==> config.mk <==
export PLATFORM = sky130hd
export DESIGN_NAME = ringSink
export DESIGN_NICKNAME = d
export VERILOG_FILES = /design/src/ringAddrPkg.sv /design/src/ringMsgPkg.sv /design/src/ringSink.sv
export VERILOG_INCLUDE_DIRS = /design/src
export SDC_FILE = /design/constraint.sdc
export NUM_CORES = 1
export LEC_CHECK = 0
export BUFFER_PORTS_ARGS = -buffer_cell sky130_fd_sc_hd__buf_2
export CORE_AREA = 2 2 123 125
export DETAILED_ROUTE_END_ITERATION = 10
export DIE_AREA = 0 0 125 127
export PLACE_DENSITY = 0.68
export SYNTH_ARGS = -nofsm -noshare
export SYNTH_HDL_FRONTEND = slang
export SYNTH_SLANG_ARGS = --single-unit
==> constraint.sdc <==
create_clock -name clock -period 1.1 [get_ports clock]
set_input_delay 0.165 -clock clock [delete_from_list [all_inputs] [get_ports clock]]
set_output_delay 0.165 -clock clock [all_outputs]
set_load 0.1 [all_outputs]
==> src/ringSettings.svh <==
// ====================
// ring sizing, RING_NODES must fit in NODE_W bank bits
// ADDR_W must hold region, bank, tile index and the control fields
// ====================
`ifndef RING_SETTINGS_SVH
`define RING_SETTINGS_SVH

// node count in the chain
`define RING_NODES 4

// bits of a bank / target node field in the address word
`define NODE_W 2

// tile payload width
`define TILE_W 128

// tile index bits per bank, 64 tiles
`define TILE_IX_W 6

// response sequence number, wraps freely
`define SEQ_W 12

// ring address word
`define ADDR_W 24

`endif

==> src/ringAddrPkg.sv <==
// ====================
// bank and control target share the same bits of the address word
// ====================
`include "ringSettings.svh"

package ringAddrPkg;

	localparam int MemPadW  = `ADDR_W - 2 - `NODE_W - `TILE_IX_W; // low bits ignored
	localparam int CmdW     = 4;
	localparam int CtrlPadW = `ADDR_W - 2 - `NODE_W - CmdW;

	typedef enum logic [1:0]
	{
		RAM  = 2'd0, // tiles in a bank
		ZERO = 2'd1, // reads zero, stores dropped
		BAD0 = 2'd2, // never claimed
		BAD1 = 2'd3
	} ringRegionT;

	// only PING is known, any other code falls through to the sink
	typedef enum logic [CmdW-1:0]
	{
		PING = 4'h1
	} ringCmdT;

	typedef struct packed
	{
		ringRegionT region;
		logic [`NODE_W-1:0] bank;
		logic [`TILE_IX_W-1:0] tile;
		logic [MemPadW-1:0] pad;
	} ringMemAddrT;

	typedef struct packed
	{
		logic [1:0] region; // don't care on control
		logic [`NODE_W-1:0] target;
		ringCmdT cmd;
		logic [CtrlPadW-1:0] pad;
	} ringCtrlAddrT;

	// memory view for LOAD/STORE, control view for CTRL
	typedef union packed
	{
		ringMemAddrT mem;
		ringCtrlAddrT ctrl;
	} ringAddrU;

endpackage

==> src/ringMsgPkg.sv <==
// ====================
// opcode top bit marks an answered message
// ====================
package ringMsgPkg;

	// request codes low, response codes with bit 3 set
	typedef enum logic [3:0]
	{
		IDLE     = 4'h0,
		LOAD     = 4'h1,
		STORE    = 4'h2,
		CTRL     = 4'h3,
		OK_LOAD  = 4'h9,
		OK_STORE = 4'hA,
		OK_CTRL  = 4'hB,
		ERR      = 4'hF
	} ringOpT;

	// true once some node has rewritten the message
	function automatic logic isAnswered(ringOpT op);
		return op[3];
	endfunction

	// legal request from outside
	function automatic logic isRequest(ringOpT op);
		return (op == LOAD) || (op == STORE) || (op == CTRL);
	endfunction

	// response code for a claimed request
	function automatic ringOpT okCode(ringOpT op);
		ringOpT res;
		case (op)
			LOAD:    res = OK_LOAD;
			STORE:   res = OK_STORE;
			CTRL:    res = OK_CTRL;
			default: res = ERR; // nothing else is ever claimed
		endcase
		return res;
	endfunction

endpackage

==> src/ringSink.sv <==
// ====================
// anything still unanswered at the end of the chain becomes ERR
// ====================
`timescale 1ns/1ns
`include "ringSettings.svh"

module ringSink
(
	input logic clock,
	input logic arstN,

	// last ring link
	input logic msgValid,
	input ringMsgPkg::ringOpT msgOp,
	input logic [`SEQ_W-1:0] msgSeq,
	input ringAddrPkg::ringAddrU msgAddr,
	input logic [`TILE_W-1:0] msgData,

	// response strobe to outside
	output logic rspValid,
	output ringMsgPkg::ringOpT rspOp,
	output logic [`SEQ_W-1:0] rspSeq,
	output logic [`TILE_W-1:0] rspData
);
	import ringMsgPkg::*;

	logic isErr;

	always_comb
	begin
		// no node claimed it: bad region, unknown command or absent target
		isErr = !isAnswered(msgOp);
	end

	always_ff @(posedge clock or negedge arstN)
	begin
		if (!arstN)
			rspValid <= 1'b0;
		else
			rspValid <= msgValid;
	end

	// response payload
	always_ff @(posedge clock)
	begin
		rspOp <= isErr ? ERR : msgOp;
		rspSeq <= msgSeq;
		rspData <= isErr ? '0 : msgData; // errors carry zero data
	end

endmodule

==> results, run 1 <==
- In this run the number of H-tree levels came out at 4.
- The final reports fail on setup timing.
- The die width is between 100 and 150 um.
- The count of buffers from port buffering is just under 300.
- The area growth from synthesis to layout is 154.4%.
- The signal on the critical path passes through buf_12.
- The top cell family by delay on the critical path is flip-flops.
- The mapped netlist covers about 0.0039 sq mm.
- The library cells used most frequently in the layout, excluding fill and tap cells, are sky130_fd_sc_hd__buf_2, sky130_fd_sc_hd__buf_12, sky130_fd_sc_hd__dlygate4sd3_1.
- The total overflow left after global routing is 0.
- Summing over every cut layer, the via total after detailed routing is approximately 3600.
- The minimum setup slack after placement is 0.2643 ns.
- In this run, synthesis produced a sequential element count of about 140.
- After the last flow step, the layout net total stands at roughly 900.
- After synthesis, flip-flops and latches occupy about three quarters of the total area.
- Setup repair after global routing could not meet its margin everywhere.
- By area the synthesized netlist is led by sky130_fd_sc_hd__dfxtp_1, sky130_fd_sc_hd__and2_1, sky130_fd_sc_hd__buf_6.
- The cell with the largest stage delay on the worst path is sky130_fd_sc_hd__dfrtp_1.
- The net count after synthesis is ~460.
- The core region is between 0.01 and 0.015 sq mm.
- The worst path arrival time is approximately 0.98 ns.
- The total of max-cap violations is 0.
- Setup violations remaining at the end of the flow were counted as 7.
- The floorplan die area is around 0.016 sq mm.
- The number of warning messages in the yosys log is 0.
- The initial core utilization is approximately a quarter.
- The post-route clock period utilization is 103.6%.
- The synthesized area per cell is 13.23 sq um.
- The total setup buffers inserted after CTS is 0.
- In this run the deepest clock path goes through 2 buffers.
- The TritonCTS buffer count is 17.
- The via count of the first global-routing pass is approximately 4300.
- The share of post-route cells with drive strength above 1 is between 60 and 70%.
- In this run the worst path has a maximum fanout of 1.
- The number of antenna diodes in the final layout is 0.
- The smallest clock period supported by the final layout is computed as 1.140 ns.
- The run finished, with violations left.
- Entering global routing, the biggest net connects a little over 80 pins.
- The maximum clock frequency is between 800 and 900 MHz.
- The number of search-and-repair iterations in the first detailed-routing pass is 4.
- The mean routed wirelength per cell is between 15 and 20 um.
- The final-report max-slew violation count is 0.
- The number of different library cells used by synthesis comes to 9.
- The data required time at the worst endpoint is ~0.94 ns.
- The number of hold violations in the final report came to 0.
- STA classifies the critical path startpoint as a register.
- The first global-routing pass estimated roughly 23000 um of wire.
- After the first detailed-routing iteration, the DRC count stood at between 100 and 150.
- The endpoint class of the critical path is an output port.
- The placed wire-length estimate is 8405 um.
- The number of antenna violations at the first check in global routing is 0.
- The maximum vdd ir drop is 1.426 mV.
- The die is between 100 and 150 um tall.
- The number of remaining DRC errors is 0.
- The critical path depth is 1.
- The worst hold path belongs to the class input port to asynchronous set/reset pin.
- The critical path is of the register to output port type.
- about 320 I/O pins were placed.
- The leakage component of the power is roughly 4.3 nW.
- The detail route stage leaves a number of antenna-violating nets equal to 0.
- Summed over all instances, the cell type with the most area after synthesis is sky130_fd_sc_hd__dfxtp_1.
- The count of mapped cells out of synthesis is between 200 and 300.
- The total buffers and inverters traversed by the critical path is 1.
- The aggregate global-route resource usage is a little under a fifth.
- The smallest setup slack after layout is -0.04008 ns.
- The total number of placement rows is 44.
- The total clock sinks is 144.
- Dividing the detail-routed via count by the number of cells gives 3.915.
- The clock root buffer is sky130_fd_sc_hd__clkbuf_16.
- The setup total negative slack is -0.06853 ns.
- Wires add up to 14760 um.
- The portion of synthesized cell area occupied by the leading cell type is around 74%.
- The CTS tree is built.
- In this run the power density over the cells is ~1600 mW/mm^2.
- The final weighted congestion of routability-driven global placement is approximately 0.72.
- After clock tree synthesis, the clock-pin slew on the worst setup and hold paths is approximately 0.06 ns.
- The biggest cell delay along the critical path is around 0.39 ns.
## through the flow
| step | instance area, sq um | instances | hold WS, ns | utilization [%] | power (mW) |
|---|---|---|---|---|---|
| finish | 9796 | 928 | 0.07813 | 67.91 | 15.54 |
| CTS | 9793 | 928 | 0.02473 | 67.90 | 15.63 |
| detailed placement | 7595 | 752 | -0.05518 | 52.65 | 9.576 |
| global route | 9796 | 928 | 0.04238 | 67.91 | 16.06 |
| global placement | 7595 | 752 | -0.05969 | 52.65 | 9.532 |
| floorplan | 3851 | 291 | -0.1306 | - | 7.976 |
## final timing paths
path	from	endpoint	slack, ns
setup / recovery	rspValid$_DFF_PN0_	rspValid	-0.04
hold / removal	arstN	rspValid$_DFF_PN0_	0.08
min in group clock	msgOp[3]	rspOp[1]$_SDFF_PN1_	0.22
max in group asynchronous	arstN	rspValid$_DFF_PN0_	0.94
## cells by family after synthesis
family                 Yosys count  share of synthesized area (%)
flip-flops                     144                          74.98
AND/OR/NAND/NOR                131                          21.28
buffers and inverters           15                          3.639
other                            1                        0.09737
## power breakdown
group / internal, mW / switching (mW)
clock network: 3.50 / 2.06
logic: 1.70 / 2.48
registers: 5.56 / 0.236
total: 10.8 / 4.78
## layer usage
metal / vias up / GRT usage [%] / wire length, um
met5: - / 0 / 0
met4: 0 / 6.340 / 335
met3: 22 / 8.501 / 1216
met2: 190 / 36.99 / 8327
met1: 1668 / 17.24 / 4885
li1: 1753 / - / -
## final cells by class
class,instances,area (sq um)
clock buffers,25,485.5
clock inverters,6,82.58
fillers,913,4628
multi-input cells,132,823.3
flip-flops and latches,144,3069
well taps,184,230.2
repair buffers,437,5105
## synth_stat cells
library cell,number
sky130_fd_sc_hd__buf_2,3
sky130_fd_sc_hd__dfxtp_1,143
sky130_fd_sc_hd__conb_1,1
sky130_fd_sc_hd__nand2b_1,3
sky130_fd_sc_hd__clkbuf_2,1
sky130_fd_sc_hd__dfrtp_1,1
sky130_fd_sc_hd__and2_1,128
sky130_fd_sc_hd__buf_4,1
sky130_fd_sc_hd__buf_6,10
## registers in the layout, indices dropped and copies added, names as in the netlist
register and cells:
rspSeq 12, rspData 128, rspValid 1, rspOp 3
## repair_timing
action | in CTS | in global routing
gates resized for setup | 143 | 1
hold buffers | 145 | 0
hold endpoints to repair | 145 | 0
endpoints found under the setup margin | 144 | 144
No activity file was read; power rests on OpenSTA's default activity.
==> run 2, diff against run 1 <==
--- a/config.mk
+++ b/config.mk
@@ -11,6 +11,8 @@
 export DETAILED_ROUTE_END_ITERATION = 10
 export DIE_AREA = 0 0 125 127
 export PLACE_DENSITY = 0.68
+export SETUP_SLACK_MARGIN = 0.1
 export SYNTH_ARGS = -nofsm -noshare
 export SYNTH_HDL_FRONTEND = slang
 export SYNTH_SLANG_ARGS = --single-unit
+export TNS_END_PERCENT = 100
==> run 2 against run 1 <==
Final cell count grew 0.11%. The flow still finishes with violations (setup timing). Largest power group unchanged. Global-route usage shrank 0.86 points. Core utilization grew 0.069 points. Cell area grew 0.10%. Sequential power is essentially flat. Power shrank 1.0%. Non-clock buffer count grew 1. Largest cell class unchanged. Flip-flop and latch count is the same. Critical endpoint unchanged. Wire length shrank 4.5%. Fmax shrank 1.8%.
==> results, run 2 (synthesized netlist as in run 1, its figures left out) <==
- The final reports fail on setup timing.
- The count of antenna diodes in the layout is 0 (unchanged).
- The total buffers and inverters traversed by the critical path is 1 (unchanged).
- The largest net degree at the start of global routing is 62 (-23%).
- The number of vias per cell is 3.925 (+0.25%).
- The number of remaining DRC errors is 0 (unchanged).
- The clock edge transition at the registers on the reported setup and hold paths is 0.06 ns (about the same).
- The initial core utilization is 26.70% (unchanged).
- On the critical path, the stage with the largest delay is an instance of sky130_fd_sc_hd__dfrtp_2.
- The number of filler cells placed in the layout was 939 (+2.8%).
- The total power divided by cell area is 1568 mW/mm^2 (-1.1%).
- The post-route standard cell area excluding fillers came to 0.009806 sq mm (+0.10%).
- The post-layout minimum cycle time is 1.161 ns (+0.02059 ns).
- The power consumption was 15.38 mW (-1.0%).
- The met1 track demand over resource is 17.08% (-0.17 points).
- The aggregate global-route resource usage came to 18.05% (-0.86 points).
- The number of search-and-repair iterations in the first detailed-routing pass was 4 (unchanged).
- The core box area is 0.01442 sq mm (unchanged).
- Leaving out fill and tap cells, the most frequent cell in the layout is sky130_fd_sc_hd__buf_12.
- The biggest cell delay along the critical path is 0.42 ns (+0.03 ns).
- From synthesis to final layout, the design area changed by 154.6%.
- The H-tree depth reported by CTS is 4 (unchanged).
- The met3 capacity usage during global routing came to 7.245% (-1.3 points).
- TritonCTS built the clock tree.
- The post-route clock period utilization is 105.5% (+1.9 points).
- The number of buffers on the longest clock path came to 2 (unchanged).
- The sort of element at the start of the critical path is a register.
- The run finished, with violations left.
- The flip-flop count of the largest register after layout is 128 (unchanged).
- The first-pass GRT wire length is 21670 um (-5.1%).
- The DRC marker count from the first detailed-route iteration came to 61 (-40%).
- The number of nets with antenna violations after detailed routing is 0 (unchanged).
- The post-layout instance count excluding filler cells is 929 (+0.11%).
- The final-report max-slew violation count is 0 (unchanged).
- The number of hold violations in the final report came to 0 (unchanged).
- The leakage component of the power is 4.345 nW (+0.13%).
- The final design utilization was 67.98% (+0.069 points).
- The met2 capacity usage during global routing is 33.12% (-3.9 points).
- Walking the worst path, the cells encountered are buf_12.
- The final-report setup violation count is 8 (+1).
- The height of the die is 127 um (unchanged).
- The number of placed instances, taps included came to 753 (+0.13%).
- The mean routed wirelength per cell came to 15.18 um (-4.6%).
- The routed via count came to 3646 (+0.36%).
- The floorplan die area is 0.01588 sq mm (unchanged).
- The setup total negative slack was -0.09119 ns (-0.02266 ns).
- The critical path starts at rspValid$_DFF_PN0_.
- The TritonCTS buffer count came to 17 (unchanged).
- The total global routing overflow came to 0 (unchanged).
- The maximum clock frequency is 861.6 MHz (-1.8%).
- The most congested layer reported by global routing is met2.
- The worst hold path belongs to the class input port to asynchronous set/reset pin.
- The share of post-route cells with drive strength above 1 is 62.68% (+0.72 points).
- The number of I/O pins was 316 (unchanged).
- The highest fanout seen on the critical path is 1 (unchanged).
- The final weighted congestion of routability-driven global placement is 0.7306 (+0.83%).
- The total setup buffers inserted after CTS is 0 (unchanged).
- The die width came to 125 um (unchanged).
- The root buffer cell chosen for the clock tree is sky130_fd_sc_hd__clkbuf_16.
- The number of antenna violations at the first check in global routing was 0 (unchanged).
- The path type of the worst setup path is register to output port.
- Grouping stages by cell kind, the critical path spends the most delay in flip-flops.
- The data required time at the worst endpoint is 0.94 ns (about the same).
- The largest registers in the layout are rspData: 128 flops, rspSeq: 12 flops, rspOp: 3 flops.
- The final layout net count is 904 (+0.11%).
- The maximum vdd ir drop is 0.9181 mV (-36%).
- The register with the most flip-flops in the final layout is rspData.
- The total of max-cap violations is 0 (unchanged).
- The worst setup path is captured at an output port.
- The smallest setup slack after layout is -0.06067 ns (-0.02059 ns).
- The total number of placement rows is 44 (unchanged).
- The overall routed net length was 14110 um (-4.5%).
- The count of buffers from port buffering is 290 (unchanged).
- Setup repair after global routing could not meet its margin everywhere.
- The total clock sinks is 144 (unchanged).
- The via count of the first global-routing pass came to 4033 (-5.1%).
- The worst path arrival time is 1.00 ns (+0.02 ns).
- The area of placed instances is 0.007785 sq mm (+2.5%).
- The library cells used most frequently in the layout, excluding fill and tap cells, are sky130_fd_sc_hd__buf_12, sky130_fd_sc_hd__dlygate4sd3_1, sky130_fd_sc_hd__buf_2.
-- run 2: per-stage QoR --
| stage | worst slack, ns | hold WS (ns) |
|---|---|---|
| 6_report | -0.06067 | 0.06914 |
| 5_1_grt | -0.09426 | 0.05283 |
| 4_1_cts | -0.07277 | 0.04592 |
| 3_5_place_dp | 0.3106 | -0.05390 |
| 3_3_place_gp | 0.3175 | -0.05289 |
| 2_1_floorplan | 0.2893 | -0.1306 |
-- run 2: repair_timing --
item	in CTS	in global routing
cloned	0	0
hold endpoints to repair	145	0
gates resized for setup	1	0
endpoints found under the setup margin	144	144
hold buffers	145	0
-- run 2: cell type report --
type | instances | area, sq um | area share, %
sequential | 144 | 3070 | 31.31
tap | 184 | 230.2 | 2.348
clock inverter | 9 | 82.58 | 0.8422
multi-input combinational | 132 | 823.3 | 8.396
clock buffer | 22 | 484.2 | 4.938
timing repair buffer | 438 | 5115 | 52.16
-- run 2: path summary, 6_finish.rpt --
kind / endpoint / cells after the start
max in group asynchronous: rspValid$_DFF_PN0_ / 2
min in group clock: rspOp[2]$_SDFF_PN1_ / 3
hold / removal: rspValid$_DFF_PN0_ / 2
setup / recovery: rspValid / 1
-- run 2: metal layers --
metal | vias up | wire (um)
li1 | 1753 | -
met1 | 1645 | 4760
met2 | 210 | 7515
met3 | 38 | 1277
met4 | 0 | 552
met5 | - | 0
-- run 2: power by group --
| part | internal [mW] | leakage (nW) | switching (mW) | total, mW |
|---|---|---|---|---|
| Clock | 3.33 | 0.278 | 2.07 | 5.40 |
| Combinational | 1.70 | 2.83 | 2.47 | 4.17 |
| Sequential | 5.56 | 1.24 | 0.235 | 5.80 |
| Total | 10.6 | 4.34 | 4.78 | 15.4 |
==> run 3, diff against run 2 <==
==> constraint.sdc (replaced) <==
create_clock -name clock -period 1.4 [get_ports clock]
set_input_delay 0.21 -clock clock [delete_from_list [all_inputs] [get_ports clock]]
set_output_delay 0.21 -clock clock [all_outputs]
set_load 0.1 [all_outputs]
==> run 3 against run 2 <==
The run now ends clean. Via count down 2.9%. Die area did not move. Sequential share of layout area up 6.0 points. Combinational power fell by 36%. Final cell count down 2.0%. Critical path depth unchanged. Power shrank 21%. Sequential power decreased by 24%. Wire length is 13% lower. Count of clock-buffer cells in the layout is 2 lower. Critical endpoint is now rspData[104]. Setup slack gained 0.21 ns. Core utilization fell by 14 points.
==> results, run 3 (synthesized netlist as in run 1, its figures left out) <==
- The run finished with clean final reports.
- The data required time at the worst endpoint is 1.19 ns (+0.25 ns).
- Leaving out fill and tap cells, the most frequent cells in the layout are sky130_fd_sc_hd__buf_2, sky130_fd_sc_hd__buf_4, sky130_fd_sc_hd__dfxtp_1.
- The total buffers and inverters traversed by the critical path came to 1 (unchanged).
- The relative contribution of sequential cells to total power came to 36.0% (-1.7 points).
- The height of the die came to 127 um (unchanged).
- The overall routed net length is 12340 um (-13%).
- The share of post-route cells with drive strength above 1 is 44.63% (-18 points).
- The worst path arrival time is 1.04 ns (+0.04 ns).
- The H-tree depth reported by CTS is 4 (unchanged).
- The maximum vdd ir drop came to 0.8228 mV (-10%).
- The initial core utilization is 26.70% (unchanged).
- The leakage component of the power was 3.740 nW (-14%).
- The library cell used most frequently in the layout, excluding fill and tap cells, is sky130_fd_sc_hd__buf_2.
- The count of buffers from port buffering is 290 (unchanged).
- The mean routed wirelength per cell is 13.56 um (-11%).
- After legalization and detailed placement, the total HPWL measured just over 7000 um.
- The number of I/O pins is 316 (unchanged).
- The number of vias per cell is 3.891 (-0.85%).
- The post-route standard cell area excluding fillers is 0.007736 sq mm (-21%).
- The number of remaining DRC errors is 0 (unchanged).
- rspData holds more flip-flops than any other register.
- The aggregate global-route resource usage came to 15.41% (-2.6 points).
- The switching power is 3.669 mW (-23%).
- Broken down by cell family, the worst path's largest delay share belongs to flip-flops.
- The combinational group share of total power is 21.8% (-5.3 points).
- The flip-flop count of the largest register after layout is 128 (unchanged).
- The TritonCTS buffer count is 17 (unchanged).
- The path type of the worst setup path is register to output port.
- The final design utilization is 53.63% (-14 points).
- In the final layout, the registers with the most flip-flops are rspData: 128 flops, rspSeq: 12 flops, rspOp: 3 flops.
- The count of antenna diodes in the layout came to 0 (unchanged).
- The area of placed instances is 0.005440 sq mm (-30%).
- The signal on the critical path passes through buf_4.
- The post-layout minimum cycle time is approximately 1.2 ns.
- The final-report setup violation count is 0 (-8).
- The clock edge transition at the registers on the reported setup and hold paths is 0.06 ns (about the same).
- The number of buffers on the longest clock path came to 2 (unchanged).
- The internal cell power is 8.521 mW (-20%).
- The number of filler cells placed in the layout is 1193 (+27%).
- The power consumption is 12.19 mW (-21%).
- The post-route clock period utilization is 89.20%.
- The post-route worst hold slack is 0.02032 ns (-0.04882 ns).
- The final layout net count came to 884 (-2.2%).
- The CTS tree is built.
- The maximum clock frequency is roughly 800 MHz.
- The highest fanout seen on the critical path is 1 (unchanged).
- Setup repair after global routing left no endpoint under its margin.
- The floorplan die area is 0.01588 sq mm (unchanged).
- The final weighted congestion of routability-driven global placement is 0.7217 (-1.2%).
- The DRC marker count from the first detailed-route iteration is 91 (+49%).
- The total number of placement rows is 44 (unchanged).
- The first-pass GRT wire length is 18890 um (-13%).
- The total power divided by cell area came to 1576 mW/mm^2 (+0.49%).
- The area occupied by multi-input gates was 823.3 sq um (unchanged).
- The via count of the first global-routing pass came to 3868 (-4.1%).
- The largest net degree at the start of global routing is 54 (-13%).
- The number of search-and-repair iterations in the first detailed-routing pass is 4 (unchanged).
- The register area was 0.002888 sq mm (-5.9%).
- The total global routing overflow is 0 (unchanged).
- The clock root buffer is sky130_fd_sc_hd__clkbuf_16.
- The number of antenna violations at the first check in global routing was 0 (unchanged).
- The sort of element at the start of the critical path is a register.
- The final-report max-slew violation count is 0 (unchanged).
- The endpoint class of the critical path is an output port.
- The number of nets with antenna violations after detailed routing came to 0 (unchanged).
- The area growth from synthesis to layout is 100.9%.
- The number of hold violations in the final report is 0 (unchanged).
- The setup total negative slack is 0 ns (+0.09119 ns).
- For this design, the slowest cell found on the critical path is sky130_fd_sc_hd__dfxtp_1.
- The part of the total power dissipated in the clock network was 42.2% (+7.1 points).
- The biggest cell delay along the critical path was 0.33 ns (-0.09 ns).
- The switching portion of total power was 30.10% (-1.0 points).
- The class of the tightest hold or removal check is input port to register.
- The total of max-cap violations is 0 (unchanged).
- The core box area is 0.01442 sq mm (unchanged).
- The total clock sinks is 144 (unchanged).
- The routed via count is 3541 (-2.9%).
- The die width is 125 um (unchanged).
## run 3: worst paths after layout
path,from,endpoint,cells after the start
max in group asynchronous,arstN,rspValid$_DFF_PN0_,2
min,msgData[29],rspData[29]$_SDFF_PN0_,2
max,rspData[104]$_SDFF_PN0_,rspData[104],1
min in group asynchronous,arstN,rspValid$_DFF_PN0_,2
## run 3: power by group through the flow
stage,clock network (mW),logic [mW],registers (mW)
after CTS,5.29,2.64,4.38
after global routing,5.52,2.74,4.40
after floorplan,0,0.191,6.08
after global placement,0,2.23,4.45
final,5.15,2.66,4.39
after detailed placement,0,2.24,4.46
## run 3: cell type report
| class | count | share of cell area (%) |
|---|---|---|
| timing repair buffer | 418 | 40.21 |
| clock buffer | 20 | 5.903 |
| sequential | 144 | 37.33 |
| clock inverter | 12 | 2.944 |
| multi-input combinational | 132 | 10.64 |
| tap | 184 | 2.976 |
## run 3: timing repair
action,4_1_cts,5_1_grt
buffers inserted,0,0
resized for setup,144,0
hold buffers,125,0
endpoints found under the setup margin,144,0
endpoints found under the hold margin,125,0
## run 3: per-stage QoR
stage,worst slack [ns],std cells
CTS,0.1328,910
finish,0.1512,910
global route,0.1016,910
floorplan,0.2810,291
global placement,0.4195,753
detailed placement,0.4357,753
## run 3: routing by layer
| layer | GRT usage (%) | routed length, um | vias to the layer above | share of wire (%) |
|---|---|---|---|---|
| li1 | - | - | 1720 | - |
| met1 | 14.19 | 4345 | 1590 | 35 |
| met2 | 28.87 | 6465 | 201 | 52 |
| met3 | 6.658 | 1091 | 30 | 8.8 |
| met4 | 7.843 | 437 | 0 | 3.5 |
| met5 | 0 | 0 | - | 0 |
